<file path="src/rv_settings.svh">
/* widths and reset values shared by the core modules and the package
   include this wherever one of the macros is needed */
`ifndef RV_SETTINGS_SVH
`define RV_SETTINGS_SVH

// data and address width
`define RV_XLEN 32

// architectural registers x0..x31
`define RV_NUM_REGS 32
`define RV_REG_IDX_W 5

// major opcode field, insn[6:0]
`define RV_OPCODE_W 7

// first fetch address after reset
`define RV_RESET_PC 32'h0000_0000

`endif
</file>
<file path="src/rv_pkg.sv">
/* types shared by the core: major opcodes, ALU operations, writeback
   sources and the sequencer states */
`include "rv_settings.svh"

package rv_pkg;

  // RV32I major opcodes, insn[6:0]
  typedef enum logic [`RV_OPCODE_W-1:0] {
    OP_LOAD     = 7'b00_000_11,
    OP_MISC_MEM = 7'b00_011_11,
    OP_OP_IMM   = 7'b00_100_11,
    OP_AUIPC    = 7'b00_101_11,
    OP_STORE    = 7'b01_000_11,
    OP_OP       = 7'b01_100_11,
    OP_LUI      = 7'b01_101_11,
    OP_BRANCH   = 7'b11_000_11,
    OP_JALR     = 7'b11_001_11,
    OP_JAL      = 7'b11_011_11,
    OP_SYSTEM   = 7'b11_100_11
  } opcode_e;

  typedef enum logic [3:0] {
    ALU_ADD,
    ALU_SUB,
    ALU_SLL,
    ALU_SLT,
    ALU_SLTU,
    ALU_XOR,
    ALU_SRL,
    ALU_SRA,
    ALU_OR,
    ALU_AND,
    // operand b straight through, used by LUI
    ALU_PASS_B
  } alu_op_e;

  typedef enum logic [1:0] {
    WB_ALU,
    WB_PC4,
    WB_LOAD
  } wb_sel_e;

  typedef enum logic [1:0] {
    S_FETCH,
    S_EXEC,
    S_MEM,
    S_HALT
  } state_e;

endpackage

</file>
<file path="src/rv_core.sv">
/* multi-cycle RV32I core top level
   instruction and data ports answer one cycle after the address is sampled */
`include "rv_settings.svh"

module rv_core (
  input  logic                clk,
  input  logic                rst,
  input  logic [`RV_XLEN-1:0] i_insn,
  input  logic [`RV_XLEN-1:0] i_dmem_rdata,
  output logic [`RV_XLEN-1:0] o_pc,
  output logic [`RV_XLEN-1:0] o_dmem_addr,
  output logic [`RV_XLEN-1:0] o_dmem_wdata,
  output logic                o_dmem_we,
  output logic                o_halt
);
  import rv_pkg::*;

  logic [`RV_XLEN-1:0] next_pc;
  logic exec;
  logic retire;

  logic [`RV_REG_IDX_W-1:0] rs1;
  logic [`RV_REG_IDX_W-1:0] rs2;
  logic [`RV_REG_IDX_W-1:0] rd;
  logic [`RV_XLEN-1:0] imm;
  alu_op_e alu_op;
  logic use_imm;
  logic use_pc;
  logic is_branch;
  logic is_jump;
  logic is_jalr;
  logic [2:0] branch_funct;
  logic is_load;
  logic is_store;
  logic is_ecall;
  logic rd_write;
  wb_sel_e wb_sel;

  logic [`RV_XLEN-1:0] rs1_data;
  logic [`RV_XLEN-1:0] rs2_data;
  logic [`RV_XLEN-1:0] result;
  logic rf_we;
  logic [`RV_XLEN-1:0] rf_wdata;

  rv_fetch fetch_i (
    .clk        (clk),
    .rst        (rst),
    .i_next_pc  (next_pc),
    .i_is_load  (is_load),
    .i_is_ecall (is_ecall),
    .o_pc       (o_pc),
    .o_exec     (exec),
    .o_retire   (retire),
    .o_halt     (o_halt)
  );

  rv_decode decode_i (
    .i_insn         (i_insn),
    .o_rs1          (rs1),
    .o_rs2          (rs2),
    .o_rd           (rd),
    .o_imm          (imm),
    .o_alu_op       (alu_op),
    .o_use_imm      (use_imm),
    .o_use_pc       (use_pc),
    .o_is_branch    (is_branch),
    .o_is_jump      (is_jump),
    .o_is_jalr      (is_jalr),
    .o_branch_funct (branch_funct),
    .o_is_load      (is_load),
    .o_is_store     (is_store),
    .o_is_ecall     (is_ecall),
    .o_rd_write     (rd_write),
    .o_wb_sel       (wb_sel)
  );

  rv_regfile regfile_i (
    .clk        (clk),
    .rst        (rst),
    .i_rs1      (rs1),
    .i_rs2      (rs2),
    .i_rd       (rd),
    .i_we       (rf_we),
    .i_wdata    (rf_wdata),
    .o_rs1_data (rs1_data),
    .o_rs2_data (rs2_data)
  );

  rv_alu alu_i (
    .i_pc           (o_pc),
    .i_rs1_data     (rs1_data),
    .i_rs2_data     (rs2_data),
    .i_imm          (imm),
    .i_alu_op       (alu_op),
    .i_use_imm      (use_imm),
    .i_use_pc       (use_pc),
    .i_is_branch    (is_branch),
    .i_is_jump      (is_jump),
    .i_is_jalr      (is_jalr),
    .i_branch_funct (branch_funct),
    .o_result       (result),
    .o_next_pc      (next_pc)
  );

  rv_lsu lsu_i (
    .i_exec       (exec),
    .i_retire     (retire),
    .i_is_store   (is_store),
    .i_rd_write   (rd_write),
    .i_wb_sel     (wb_sel),
    .i_result     (result),
    .i_pc         (o_pc),
    .i_rs2_data   (rs2_data),
    .i_dmem_rdata (i_dmem_rdata),
    .o_dmem_addr  (o_dmem_addr),
    .o_dmem_wdata (o_dmem_wdata),
    .o_dmem_we    (o_dmem_we),
    .o_rf_we      (rf_we),
    .o_rf_wdata   (rf_wdata)
  );

endmodule

</file>
<file path="src/rv_lsu.sv">
/* data port drive for word loads and stores, and the register
   writeback mux with its enable */
`include "rv_settings.svh"

module rv_lsu (
  input  logic                i_exec,
  input  logic                i_retire,
  input  logic                i_is_store,
  input  logic                i_rd_write,
  input  rv_pkg::wb_sel_e     i_wb_sel,
  input  logic [`RV_XLEN-1:0] i_result,
  input  logic [`RV_XLEN-1:0] i_pc,
  input  logic [`RV_XLEN-1:0] i_rs2_data,
  input  logic [`RV_XLEN-1:0] i_dmem_rdata,
  output logic [`RV_XLEN-1:0] o_dmem_addr,
  output logic [`RV_XLEN-1:0] o_dmem_wdata,
  output logic                o_dmem_we,
  output logic                o_rf_we,
  output logic [`RV_XLEN-1:0] o_rf_wdata
);
  import rv_pkg::*;

  // word accesses only, the low address bits are dropped
  assign o_dmem_addr  = {i_result[`RV_XLEN-1:2], 2'b00};
  assign o_dmem_wdata = i_rs2_data;
  // one write strobe, in the execute cycle of a store
  assign o_dmem_we    = i_exec && i_is_store;

  assign o_rf_we = i_retire && i_rd_write;

  always_comb begin
    case (i_wb_sel)
      WB_PC4:  o_rf_wdata = i_pc + 32'd4;
      WB_LOAD: o_rf_wdata = i_dmem_rdata;
      default: o_rf_wdata = i_result;
    endcase
  end

endmodule

</file>
<file path="src/rv_alu.sv">
/* integer ALU with branch compare and next-PC selection
   purely combinational, evaluated in the execute cycle */
`include "rv_settings.svh"

module rv_alu (
  input  logic [`RV_XLEN-1:0] i_pc,
  input  logic [`RV_XLEN-1:0] i_rs1_data,
  input  logic [`RV_XLEN-1:0] i_rs2_data,
  input  logic [`RV_XLEN-1:0] i_imm,
  input  rv_pkg::alu_op_e     i_alu_op,
  input  logic                i_use_imm,
  input  logic                i_use_pc,
  input  logic                i_is_branch,
  input  logic                i_is_jump,
  input  logic                i_is_jalr,
  input  logic [2:0]          i_branch_funct,
  output logic [`RV_XLEN-1:0] o_result,
  output logic [`RV_XLEN-1:0] o_next_pc
);
  import rv_pkg::*;

  logic [`RV_XLEN-1:0] op_a;
  logic [`RV_XLEN-1:0] op_b;
  logic [4:0] shamt;
  logic taken;
  logic [`RV_XLEN-1:0] jalr_target;

  assign op_a  = i_use_pc ? i_pc : i_rs1_data;
  assign op_b  = i_use_imm ? i_imm : i_rs2_data;
  assign shamt = op_b[4:0];

  always_comb begin
    case (i_alu_op)
      ALU_ADD:  o_result = op_a + op_b;
      ALU_SUB:  o_result = op_a - op_b;
      ALU_SLL:  o_result = op_a << shamt;
      ALU_SLT:  o_result = {31'd0, $signed(op_a) < $signed(op_b)};
      ALU_SLTU: o_result = {31'd0, op_a < op_b};
      ALU_XOR:  o_result = op_a ^ op_b;
      ALU_SRL:  o_result = op_a >> shamt;
      ALU_SRA:  o_result = $unsigned($signed(op_a) >>> shamt);
      ALU_OR:   o_result = op_a | op_b;
      ALU_AND:  o_result = op_a & op_b;
      default:  o_result = op_b;
    endcase
  end

  // branch condition from funct3, always on the two registers
  always_comb begin
    case (i_branch_funct)
      3'b000:  taken = (i_rs1_data == i_rs2_data);
      3'b001:  taken = (i_rs1_data != i_rs2_data);
      3'b100:  taken = $signed(i_rs1_data) < $signed(i_rs2_data);
      3'b101:  taken = $signed(i_rs1_data) >= $signed(i_rs2_data);
      3'b110:  taken = i_rs1_data < i_rs2_data;
      3'b111:  taken = i_rs1_data >= i_rs2_data;
      default: taken = 1'b0;
    endcase
  end

  assign jalr_target = i_rs1_data + i_imm;

  always_comb begin
    if (i_is_jalr) begin
      o_next_pc = {jalr_target[`RV_XLEN-1:1], 1'b0};
    end else if (i_is_jump || (i_is_branch && taken)) begin
      o_next_pc = i_pc + i_imm;
    end else begin
      o_next_pc = i_pc + 32'd4;
    end
  end

endmodule

</file>
<file path="src/rv_regfile.sv">
/* integer register file, two combinational read ports and one write port
   x0 always reads as zero */
`include "rv_settings.svh"

module rv_regfile (
  input  logic                     clk,
  input  logic                     rst,
  input  logic [`RV_REG_IDX_W-1:0] i_rs1,
  input  logic [`RV_REG_IDX_W-1:0] i_rs2,
  input  logic [`RV_REG_IDX_W-1:0] i_rd,
  input  logic                     i_we,
  input  logic [`RV_XLEN-1:0]      i_wdata,
  output logic [`RV_XLEN-1:0]      o_rs1_data,
  output logic [`RV_XLEN-1:0]      o_rs2_data
);

  logic [`RV_XLEN-1:0] regs [`RV_NUM_REGS];

  always_ff @(posedge clk) begin
    if (rst) begin
      for (int i = 0; i < `RV_NUM_REGS; i++) begin
        regs[i] <= '0;
      end
    end else if (i_we && (i_rd != '0)) begin
      regs[i_rd] <= i_wdata;
    end
  end

  // x0 is cleared by reset and never written afterwards
  assign o_rs1_data = regs[i_rs1];
  assign o_rs2_data = regs[i_rs2];

endmodule

</file>
<file path="src/rv_decode.sv">
/* instruction decoder: register indices, immediates, operand and ALU
   selection, and the control flags for branch, memory and writeback */
`include "rv_settings.svh"

module rv_decode (
  input  logic [`RV_XLEN-1:0]      i_insn,
  output logic [`RV_REG_IDX_W-1:0] o_rs1,
  output logic [`RV_REG_IDX_W-1:0] o_rs2,
  output logic [`RV_REG_IDX_W-1:0] o_rd,
  output logic [`RV_XLEN-1:0]      o_imm,
  output rv_pkg::alu_op_e          o_alu_op,
  output logic                     o_use_imm,
  output logic                     o_use_pc,
  output logic                     o_is_branch,
  output logic                     o_is_jump,
  output logic                     o_is_jalr,
  output logic [2:0]               o_branch_funct,
  output logic                     o_is_load,
  output logic                     o_is_store,
  output logic                     o_is_ecall,
  output logic                     o_rd_write,
  output rv_pkg::wb_sel_e          o_wb_sel
);
  import rv_pkg::*;

  opcode_e opcode;
  logic [2:0] funct3;
  logic [6:0] funct7;
  logic [`RV_XLEN-1:0] imm_i;
  logic [`RV_XLEN-1:0] imm_s;
  logic [`RV_XLEN-1:0] imm_b;
  logic [`RV_XLEN-1:0] imm_u;
  logic [`RV_XLEN-1:0] imm_j;
  alu_op_e funct_op;

  assign opcode = opcode_e'(i_insn[`RV_OPCODE_W-1:0]);
  assign funct3 = i_insn[14:12];
  assign funct7 = i_insn[31:25];
  assign o_rd   = i_insn[11:7];
  assign o_rs1  = i_insn[19:15];
  assign o_rs2  = i_insn[24:20];

  // sign-extended immediates of each format
  assign imm_i = {{20{i_insn[31]}}, i_insn[31:20]};
  assign imm_s = {{20{i_insn[31]}}, i_insn[31:25], i_insn[11:7]};
  assign imm_b = {{19{i_insn[31]}}, i_insn[31], i_insn[7], i_insn[30:25], i_insn[11:8], 1'b0};
  assign imm_u = {i_insn[31:12], 12'b0};
  assign imm_j = {{11{i_insn[31]}}, i_insn[31], i_insn[19:12], i_insn[20], i_insn[30:21], 1'b0};

  // funct3 to ALU op, funct7[5] picks sub and sra
  // (sub only exists for register-register)
  always_comb begin
    case (funct3)
      3'b000:  funct_op = (opcode == OP_OP && funct7[5]) ? ALU_SUB : ALU_ADD;
      3'b001:  funct_op = ALU_SLL;
      3'b010:  funct_op = ALU_SLT;
      3'b011:  funct_op = ALU_SLTU;
      3'b100:  funct_op = ALU_XOR;
      3'b101:  funct_op = funct7[5] ? ALU_SRA : ALU_SRL;
      3'b110:  funct_op = ALU_OR;
      default: funct_op = ALU_AND;
    endcase
  end

  always_comb begin
    o_imm      = imm_i;
    o_alu_op   = ALU_ADD;
    o_use_imm  = 1'b0;
    o_use_pc   = 1'b0;
    o_rd_write = 1'b0;
    o_wb_sel   = WB_ALU;
    case (opcode)
      OP_LUI: begin
        o_imm      = imm_u;
        o_alu_op   = ALU_PASS_B;
        o_use_imm  = 1'b1;
        o_rd_write = 1'b1;
      end
      OP_AUIPC: begin
        o_imm      = imm_u;
        o_use_imm  = 1'b1;
        o_use_pc   = 1'b1;
        o_rd_write = 1'b1;
      end
      OP_JAL: begin
        o_imm      = imm_j;
        o_rd_write = 1'b1;
        o_wb_sel   = WB_PC4;
      end
      OP_JALR: begin
        o_rd_write = 1'b1;
        o_wb_sel   = WB_PC4;
      end
      OP_BRANCH: begin
        o_imm = imm_b;
      end
      OP_LOAD: begin
        o_use_imm  = 1'b1;
        o_rd_write = 1'b1;
        o_wb_sel   = WB_LOAD;
      end
      OP_STORE: begin
        o_imm     = imm_s;
        o_use_imm = 1'b1;
      end
      OP_OP_IMM: begin
        o_alu_op   = funct_op;
        o_use_imm  = 1'b1;
        o_rd_write = 1'b1;
      end
      OP_OP: begin
        o_alu_op   = funct_op;
        o_rd_write = 1'b1;
      end
      default: begin
        // fence, csr ops and unknown opcodes change nothing
        o_rd_write = 1'b0;
      end
    endcase
  end

  assign o_is_branch    = (opcode == OP_BRANCH);
  assign o_is_jump      = (opcode == OP_JAL);
  assign o_is_jalr      = (opcode == OP_JALR);
  assign o_branch_funct = funct3;
  // LW only, other load widths are not supported
  assign o_is_load      = (opcode == OP_LOAD) && (funct3 == 3'b010);
  assign o_is_store     = (opcode == OP_STORE) && (funct3 == 3'b010);
  assign o_is_ecall     = (opcode == OP_SYSTEM) && (i_insn[31:7] == 25'd0);

endmodule

</file>
<file path="src/rv_fetch.sv">
/* instruction sequencer and program counter
   steps fetch, execute and the optional memory cycle, then loads the next PC */
`include "rv_settings.svh"

module rv_fetch (
  input  logic               clk,
  input  logic               rst,
  input  logic [`RV_XLEN-1:0] i_next_pc,
  input  logic               i_is_load,
  input  logic               i_is_ecall,
  output logic [`RV_XLEN-1:0] o_pc,
  output logic               o_exec,
  output logic               o_retire,
  output logic               o_halt
);
  import rv_pkg::*;

  state_e state;
  state_e state_next;
  logic [`RV_XLEN-1:0] pc;

  // the instruction word is valid from S_EXEC on, the memory
  // returns the word one cycle after it samples the PC
  always_comb begin
    state_next = state;
    case (state)
      S_FETCH: begin
        state_next = S_EXEC;
      end
      S_EXEC: begin
        if (i_is_load) begin
          state_next = S_MEM;
        end else if (i_is_ecall) begin
          state_next = S_HALT;
        end else begin
          state_next = S_FETCH;
        end
      end
      S_MEM: begin
        state_next = S_FETCH;
      end
      default: begin
        // S_HALT is terminal until reset
        state_next = S_HALT;
      end
    endcase
  end

  always_ff @(posedge clk) begin
    if (rst) begin
      state <= S_FETCH;
    end else begin
      state <= state_next;
    end
  end

  // loads retire after the data word arrives, everything else in S_EXEC
  assign o_retire = ((state == S_EXEC) && !i_is_load) || (state == S_MEM);

  always_ff @(posedge clk) begin
    if (rst) begin
      pc <= `RV_RESET_PC;
    end else if (o_retire) begin
      pc <= i_next_pc;
    end
  end

  assign o_pc   = pc;
  assign o_exec = (state == S_EXEC);
  assign o_halt = (state == S_HALT);

endmodule

</file>
<file path="config.mk">
export PLATFORM = sky130hd
export DESIGN_NAME = rv_core
export DESIGN_NICKNAME = d
export VERILOG_FILES = /design/src/rv_pkg.sv /design/src/rv_core.sv /design/src/rv_lsu.sv /design/src/rv_alu.sv /design/src/rv_regfile.sv /design/src/rv_decode.sv /design/src/rv_fetch.sv
export VERILOG_INCLUDE_DIRS = /design/src
export SDC_FILE = /design/constraint.sdc
export NUM_CORES = 2
export LEC_CHECK = 0
export ABC_AREA = 0
export BUFFER_PORTS_ARGS = -buffer_cell sky130_fd_sc_hd__buf_2
export CORE_MARGIN = 3
export CORE_UTILIZATION = 35
export CTS_BUF_LIST = sky130_fd_sc_hd__clkbuf_8
export DETAILED_ROUTE_END_ITERATION = 8
export PLACE_DENSITY = 0.54
export SETUP_SLACK_MARGIN = 0.15
export SYNTH_ARGS = -nofsm -noshare
export SYNTH_HDL_FRONTEND = slang
export SYNTH_SLANG_ARGS = --single-unit
</file>
<file path="constraint.sdc">
create_clock -name clk -period 11.3 [get_ports clk]
set_input_delay 0 -clock clk [delete_from_list [all_inputs] [get_ports clk]]
set_output_delay 0 -clock clk [all_outputs]
set_load 0.03 [all_outputs]
</file>
* After elaboration in Yosys (flattened, before gate mapping)
Memory sizes are Yosys's and may differ from the RTL's.
Cells that the tools add are included.
W data, S select, Z words.
** Storage, ports and cells
- Bits in registers :: 34
- RAM bits :: 1024
- Input port bits :: 66
- Output and inout port bits :: 98
- Logic and storage cells :: 103
- Memories kept :: 1
** Memory list
- regfile_i.regs :: depth 32, width 32, rd ports 2, clocked after Yosys merged registers in 0, write ports 32, RTL line rv_regfile.sv:17 : logic [`RV_XLEN-1:0] regs [`RV_NUM_REGS];
** Operators by class
- Add/subtract/negate cells :: 5
- Order comparisons :: 6
- Equal/unequal tests :: 33
- Shift operators :: 3
- Multiplexer cells :: 27
- Bitwise operators :: 3
- Reductions and logical operators :: 23
** Operator list (count)
- $pmux W32 S10 :: 1
- $mux W32 :: 5
- $lt A32 B32 Y1 :: 4
- $pmux W31 S4 :: 1
- $add A32 B32 Y32 :: 3
- $ge A32 B32 Y1 :: 2
- $pmux W32 S2 :: 1
- $add A32 B3 Y32 const B :: 1
- $and A32 B32 Y32 :: 1
- $eq A32 B32 Y1 :: 1
- $ne A32 B32 Y1 :: 1
- $or A32 B32 Y32 :: 1
- $reduce_or A32 Y1 :: 1
- $shl A32 B5 Y32 :: 1
- $shr A32 B5 Y32 :: 1
- $sshr A32 B5 Y32 :: 1
- $sub A32 B32 Y32 :: 1
- $xor A32 B32 Y32 :: 1
- $eq A7 B7 Y1 const B :: 4
- $pmux W4 S7 :: 1
- $logic_not A25 Y1 :: 1
- $eq A7 B6 Y1 const B :: 3
- $eq A4 B3 Y1 const B :: 4
- $eq A7 B5 Y1 const B :: 2
- 26 further kinds :: 57

* Logic depth before layout (Yosys ltp)
- Word-level depth :: 12
- Gate-level depth with buffers :: 29
- Gate-level depth less buffers :: 21

* Hierarchy
From an unflattened synthesis, not the netlist that was laid out.
** Unflattened totals
- Cells, all modules :: 7276
- Area total of the unflattened synthesis :: 74037.3 µm²
** By module, submodules not included
- rv_regfile :: instances 1, cells each 4605, area each 55888.6 µm², sequential area each 30749.5 µm²
- rv_alu :: instances 1, cells each 2151, area each 14052.2 µm², sequential area each 0.0 µm²
- rv_lsu :: instances 1, cells each 243, area each 1609.0 µm², sequential area each 0.0 µm²
- rv_fetch :: instances 1, cells each 150, area each 1561.5 µm², sequential area each 680.7 µm²
- rv_decode :: instances 1, cells each 127, area each 925.9 µm², sequential area each 0.0 µm²

* Worst setup path after synthesis
No wires, ideal clock.
- Path type :: input -> register
- Start :: input port i_insn[20]
- End :: memory regfile_i.regs[17][30] (netlist bit), data pin
- Setup time :: 0.270 ns
- Arrival time :: 6.840 ns
- Required time :: 11.030 ns
- Setup slack :: 4.190 ns
- Stages on the path :: 28
- Path buffers :: 10
- Cells stage by stage :: buf_6 -> buf_12 -> buf_4 -> buf_6 -> buf_4 -> buf_2 -> buf_2 -> buf_2 -> buf_1 -> mux4_2 -> mux4_2 -> mux2i_1 -> nor2_1 -> a21o_1 -> ha_1 -> nor2b_1 -> o21ba_2 -> o31ai_1 -> a221oi_1 -> a32oi_1 -> nor4b_1 -> o2111ai_1 -> and2_1 -> o311a_1 -> a2111o_1 -> o21ai_1 -> buf_2 -> a21oi_1
** RTL lines
- start, declared :: RTL line rv_core.sv:8 : input logic [`RV_XLEN-1:0] i_insn,
- end, declared :: RTL line rv_regfile.sv:17

==> impl_metrics.tcl <==
set metrics [dict create \
    setup_violations 0 \
    gp_congestion 1.04 \
    viasPerCell 6.38 \
    cts_buffer_depth 3 \
    wl_mm 302 \
    crit_family "compound AO/OA/AOI/OAI gates" \
    cp_slowest_stage_delay_ns 0.80 \
    area_delta_synth_final_pct 10.9 \
    ctsHoldBuffers 57 \
    vias 57200 \
    drv_slew 0 \
    max_freq_ghz 0.115 \
    path_cells "mux4_2 > mux2i_1 > o22ai_1 > or4_4 > nand2_4 > inv_1 > ha_1 > fa_1 > nor2b_1 > o21a_1 > o211a_1 > o211ai_1 > a32oi_1 > nor4b_1 > o2111ai_1 > and2_1 > o311a_1 > a2111o_1 > o21ai_2 > buf_4 > inv_1 > buf_2" \
    drc 0 \
    path_common_cell "inv_1" \
    nNetsFinal 6455 \
    root_buffer "clkbuf_8" \
    hold_violations 0 \
    utilization_pct 39.2 \
    drive_gt1_share_pct 21.5 \
    crit_path_end_kind "output port" \
    finalSetupTns_ns 0 \
    arrival_ns 8.73 \
    h-tree-depth 4 \
    synthCells 6117 \
    yosys_most_used_dff "edfxtp_1" \
    synth.cell_area_sq_mm 0.0698 \
    die_h_um 452 \
    portBuffers 161 \
    core-area_sq_mm 0.198 \
    fp.dieArea_sq_mm 0.205 \
    cp-start-kind "flop" \
    synth_top_family_by_area "multiplexers" \
    final_common_cell "nor2_1" \
    crit_fanout 32 \
    layout_setup_ws_ns 2.57 \
    hpwl_mm 207 \
    p_per_area_mw_per_mm2 153 \
    synth-seq-cells 1058 \
    firstDrtPassIters 6 \
    cpMaxStageDelayCell "or4_4" \
    fin_crit_ns 8.73 \
    yosysTopAreaCellShare_pct 44.1 \
    num-fill-cells 19000 \
    dpl-instance-area_sq_mm 0.0734 \
    relSlewSlack_pct 10.9 \
    hold_class "input port to flop" \
    whs_ns 0.101 \
    finClkSkew_ns 0.0796 \
    async_reset_ff_share_pct 0 \
    p_leak_nw 28.4 \
    syn_avg_cell_area_sq_um 11.4 \
    yosys.area_share.adder_pct 3.70 \
    gr-total-overflow 0 \
    post_cts_resized 0 \
    synth_xor_area_share_pct 1.17 \
    synth_top_cell_by_area "edfxtp_1" \
    status "completed" \
    start_util_pct 35.3 \
    final_cell_mix "nor2_1 (1,078), edfxtp_1 (1,024), mux4_2 (519)" \
    cap_violations 0 \
    clock_latency_ns 0.94 \
    synth_compound_area_share_pct 12.4 \
    dp_slack_ns 2.97 \
    grt_pass1_wl_mm 423 \
    rows 163 \
    synth_area_leaders "edfxtp_1 (44%), mux4_2 (17%), nor2_1 (5.8%)" \
    crit_type "flop to output port" \
    grt_start_max_net_pins 109 \
    design_area_sq_mm 0.0774 \
    muxShareOfSynthArea_pct 20.0 \
    grt_usage_pct 28.8 \
    cts_tree "built" \
    fin_crit_sh_pct 77.2 \
    numClockSinks 1058 \
    worstPathRequired_ns 11.30 \
    rsz0062_at_grt "false" \
    ios 164 \
    yosysWarnings 0 \
    cts_made_buffers 173 \
    ys_types 110 \
    seq_area_frac_synth_pct 45.1 \
    grt_pass1_vias 56400 \
    peakVddDrop_uv 120 \
    cts.clk_slew.worst_paths_ns 0.06 \
    wl_per_cell_um 33.7 \
    die_width_um 452 \
    cts_setup_buffers 0 \
    worstMarginPinSlew_ns 1.33 \
    grt_antenna_before_repair 10 \
    crit_buf_inv 4 \
    synth_enable_flop_cells 1024 \
    first_iter_violations 7826 \
    ant_nets 0 \
    yosys.area_share.simple_pct 12.8 \
]
-- synthesized netlist by cell type (35+ instances only) --
cell         n
a211oi_1    65
xor2_1      35
o221ai_1    35
a21oi_1    271
inv_1      174
nor2_1    1080
nand2_1    328
o21ai_0    172
xnor2_1     58
nor3_1     112
mux2_2      40
nand3_1    185
ha_1       200
buf_1       41
mux4_2     519
buf_6       35
a21o_1      75
mux2i_1    174
nor4_1      48
a31oi_1     35
buf_2      157
o211ai_1    62
clkbuf_1   311
a22o_1      47
o22ai_1     78
edfxtp_1  1024
-- layout make-up --
class                      count  area [sq um]  share of cell area (%)
tap                         2640          3300                    4.27
timing repair buffer         430          3070                    3.97
antenna                        7          17.5                  0.0226
clock buffer                 174          2390                    3.10
multi-input combinational   4339         35400                    45.8
sequential                  1058         31400                    40.6
clock inverter               133          1030                    1.34
inverter                     183           689                   0.891
-- where the power goes --
| part | switching, mW | leakage [nW] | internal, mW |
|---|---|---|---|
| registers | 0.0883 | 10.8 | 4.43 |
| clock network | 1.67 | 1.86 | 1.81 |
| logic | 2.72 | 15.7 | 1.15 |
| total | 4.48 | 28.4 | 7.39 |
-- through the flow --
step	cells	power, mW
floorplan	6150	7.00
global placement	8593	8.33
detailed placement	8593	8.34
CTS	8957	11.8
global route	8961	12.3
finish	8964	11.9
-- routing by layer --
metal | share of wire, % | global-route usage (%)
met1 | 36 | 34.8
met2 | 47 | 46.9
met5 | 0.0053 | 0
met3 | 9.5 | 6.01
met4 | 7.4 | 18.0
-- worst min-delay path, delay by kind of cell --
| kind | cells | cell delay, ns |
|---|---|---|
| AOI/OAI and AO/OA | 1 | 0.04 |
| buffers and inverters | 2 | 0.47 |
| and+or+nand+nor | 2 | 0.32 |
-- final timing paths --
path                            slack (ns)                endpoint                   from  depth (start not counted)
worst min register to register        0.58        fetch_i.state[1]       fetch_i.state[0]                          2
worst min-delay path                  0.10  regfile_i.regs[20][30]             i_insn[11]                          5
worst max register to register        3.30  regfile_i.regs[30][30]  regfile_i.regs[29][0]                         21
worst max-delay path                  2.57         o_dmem_addr[30]  regfile_i.regs[29][0]                         22
-- flip-flops by register name (all words and copies together), names as in the netlist --
register / flops
regfile_i.regs: 1024
fetch_i.state: 2
fetch_i.o_pc: 32
-- logic make-up after synthesis --
kind of cell             after synthesis
multiplexers                         737
XOR/XNOR                              93
AND/OR/NAND/NOR                     2021
AO/OA/AOI/OAI                       1250
buffers and inverters                753
other                                  1
flip-flops                          1058
adder cells (fa/ha/maj)              204
Power figures use the tool's default switching activity.
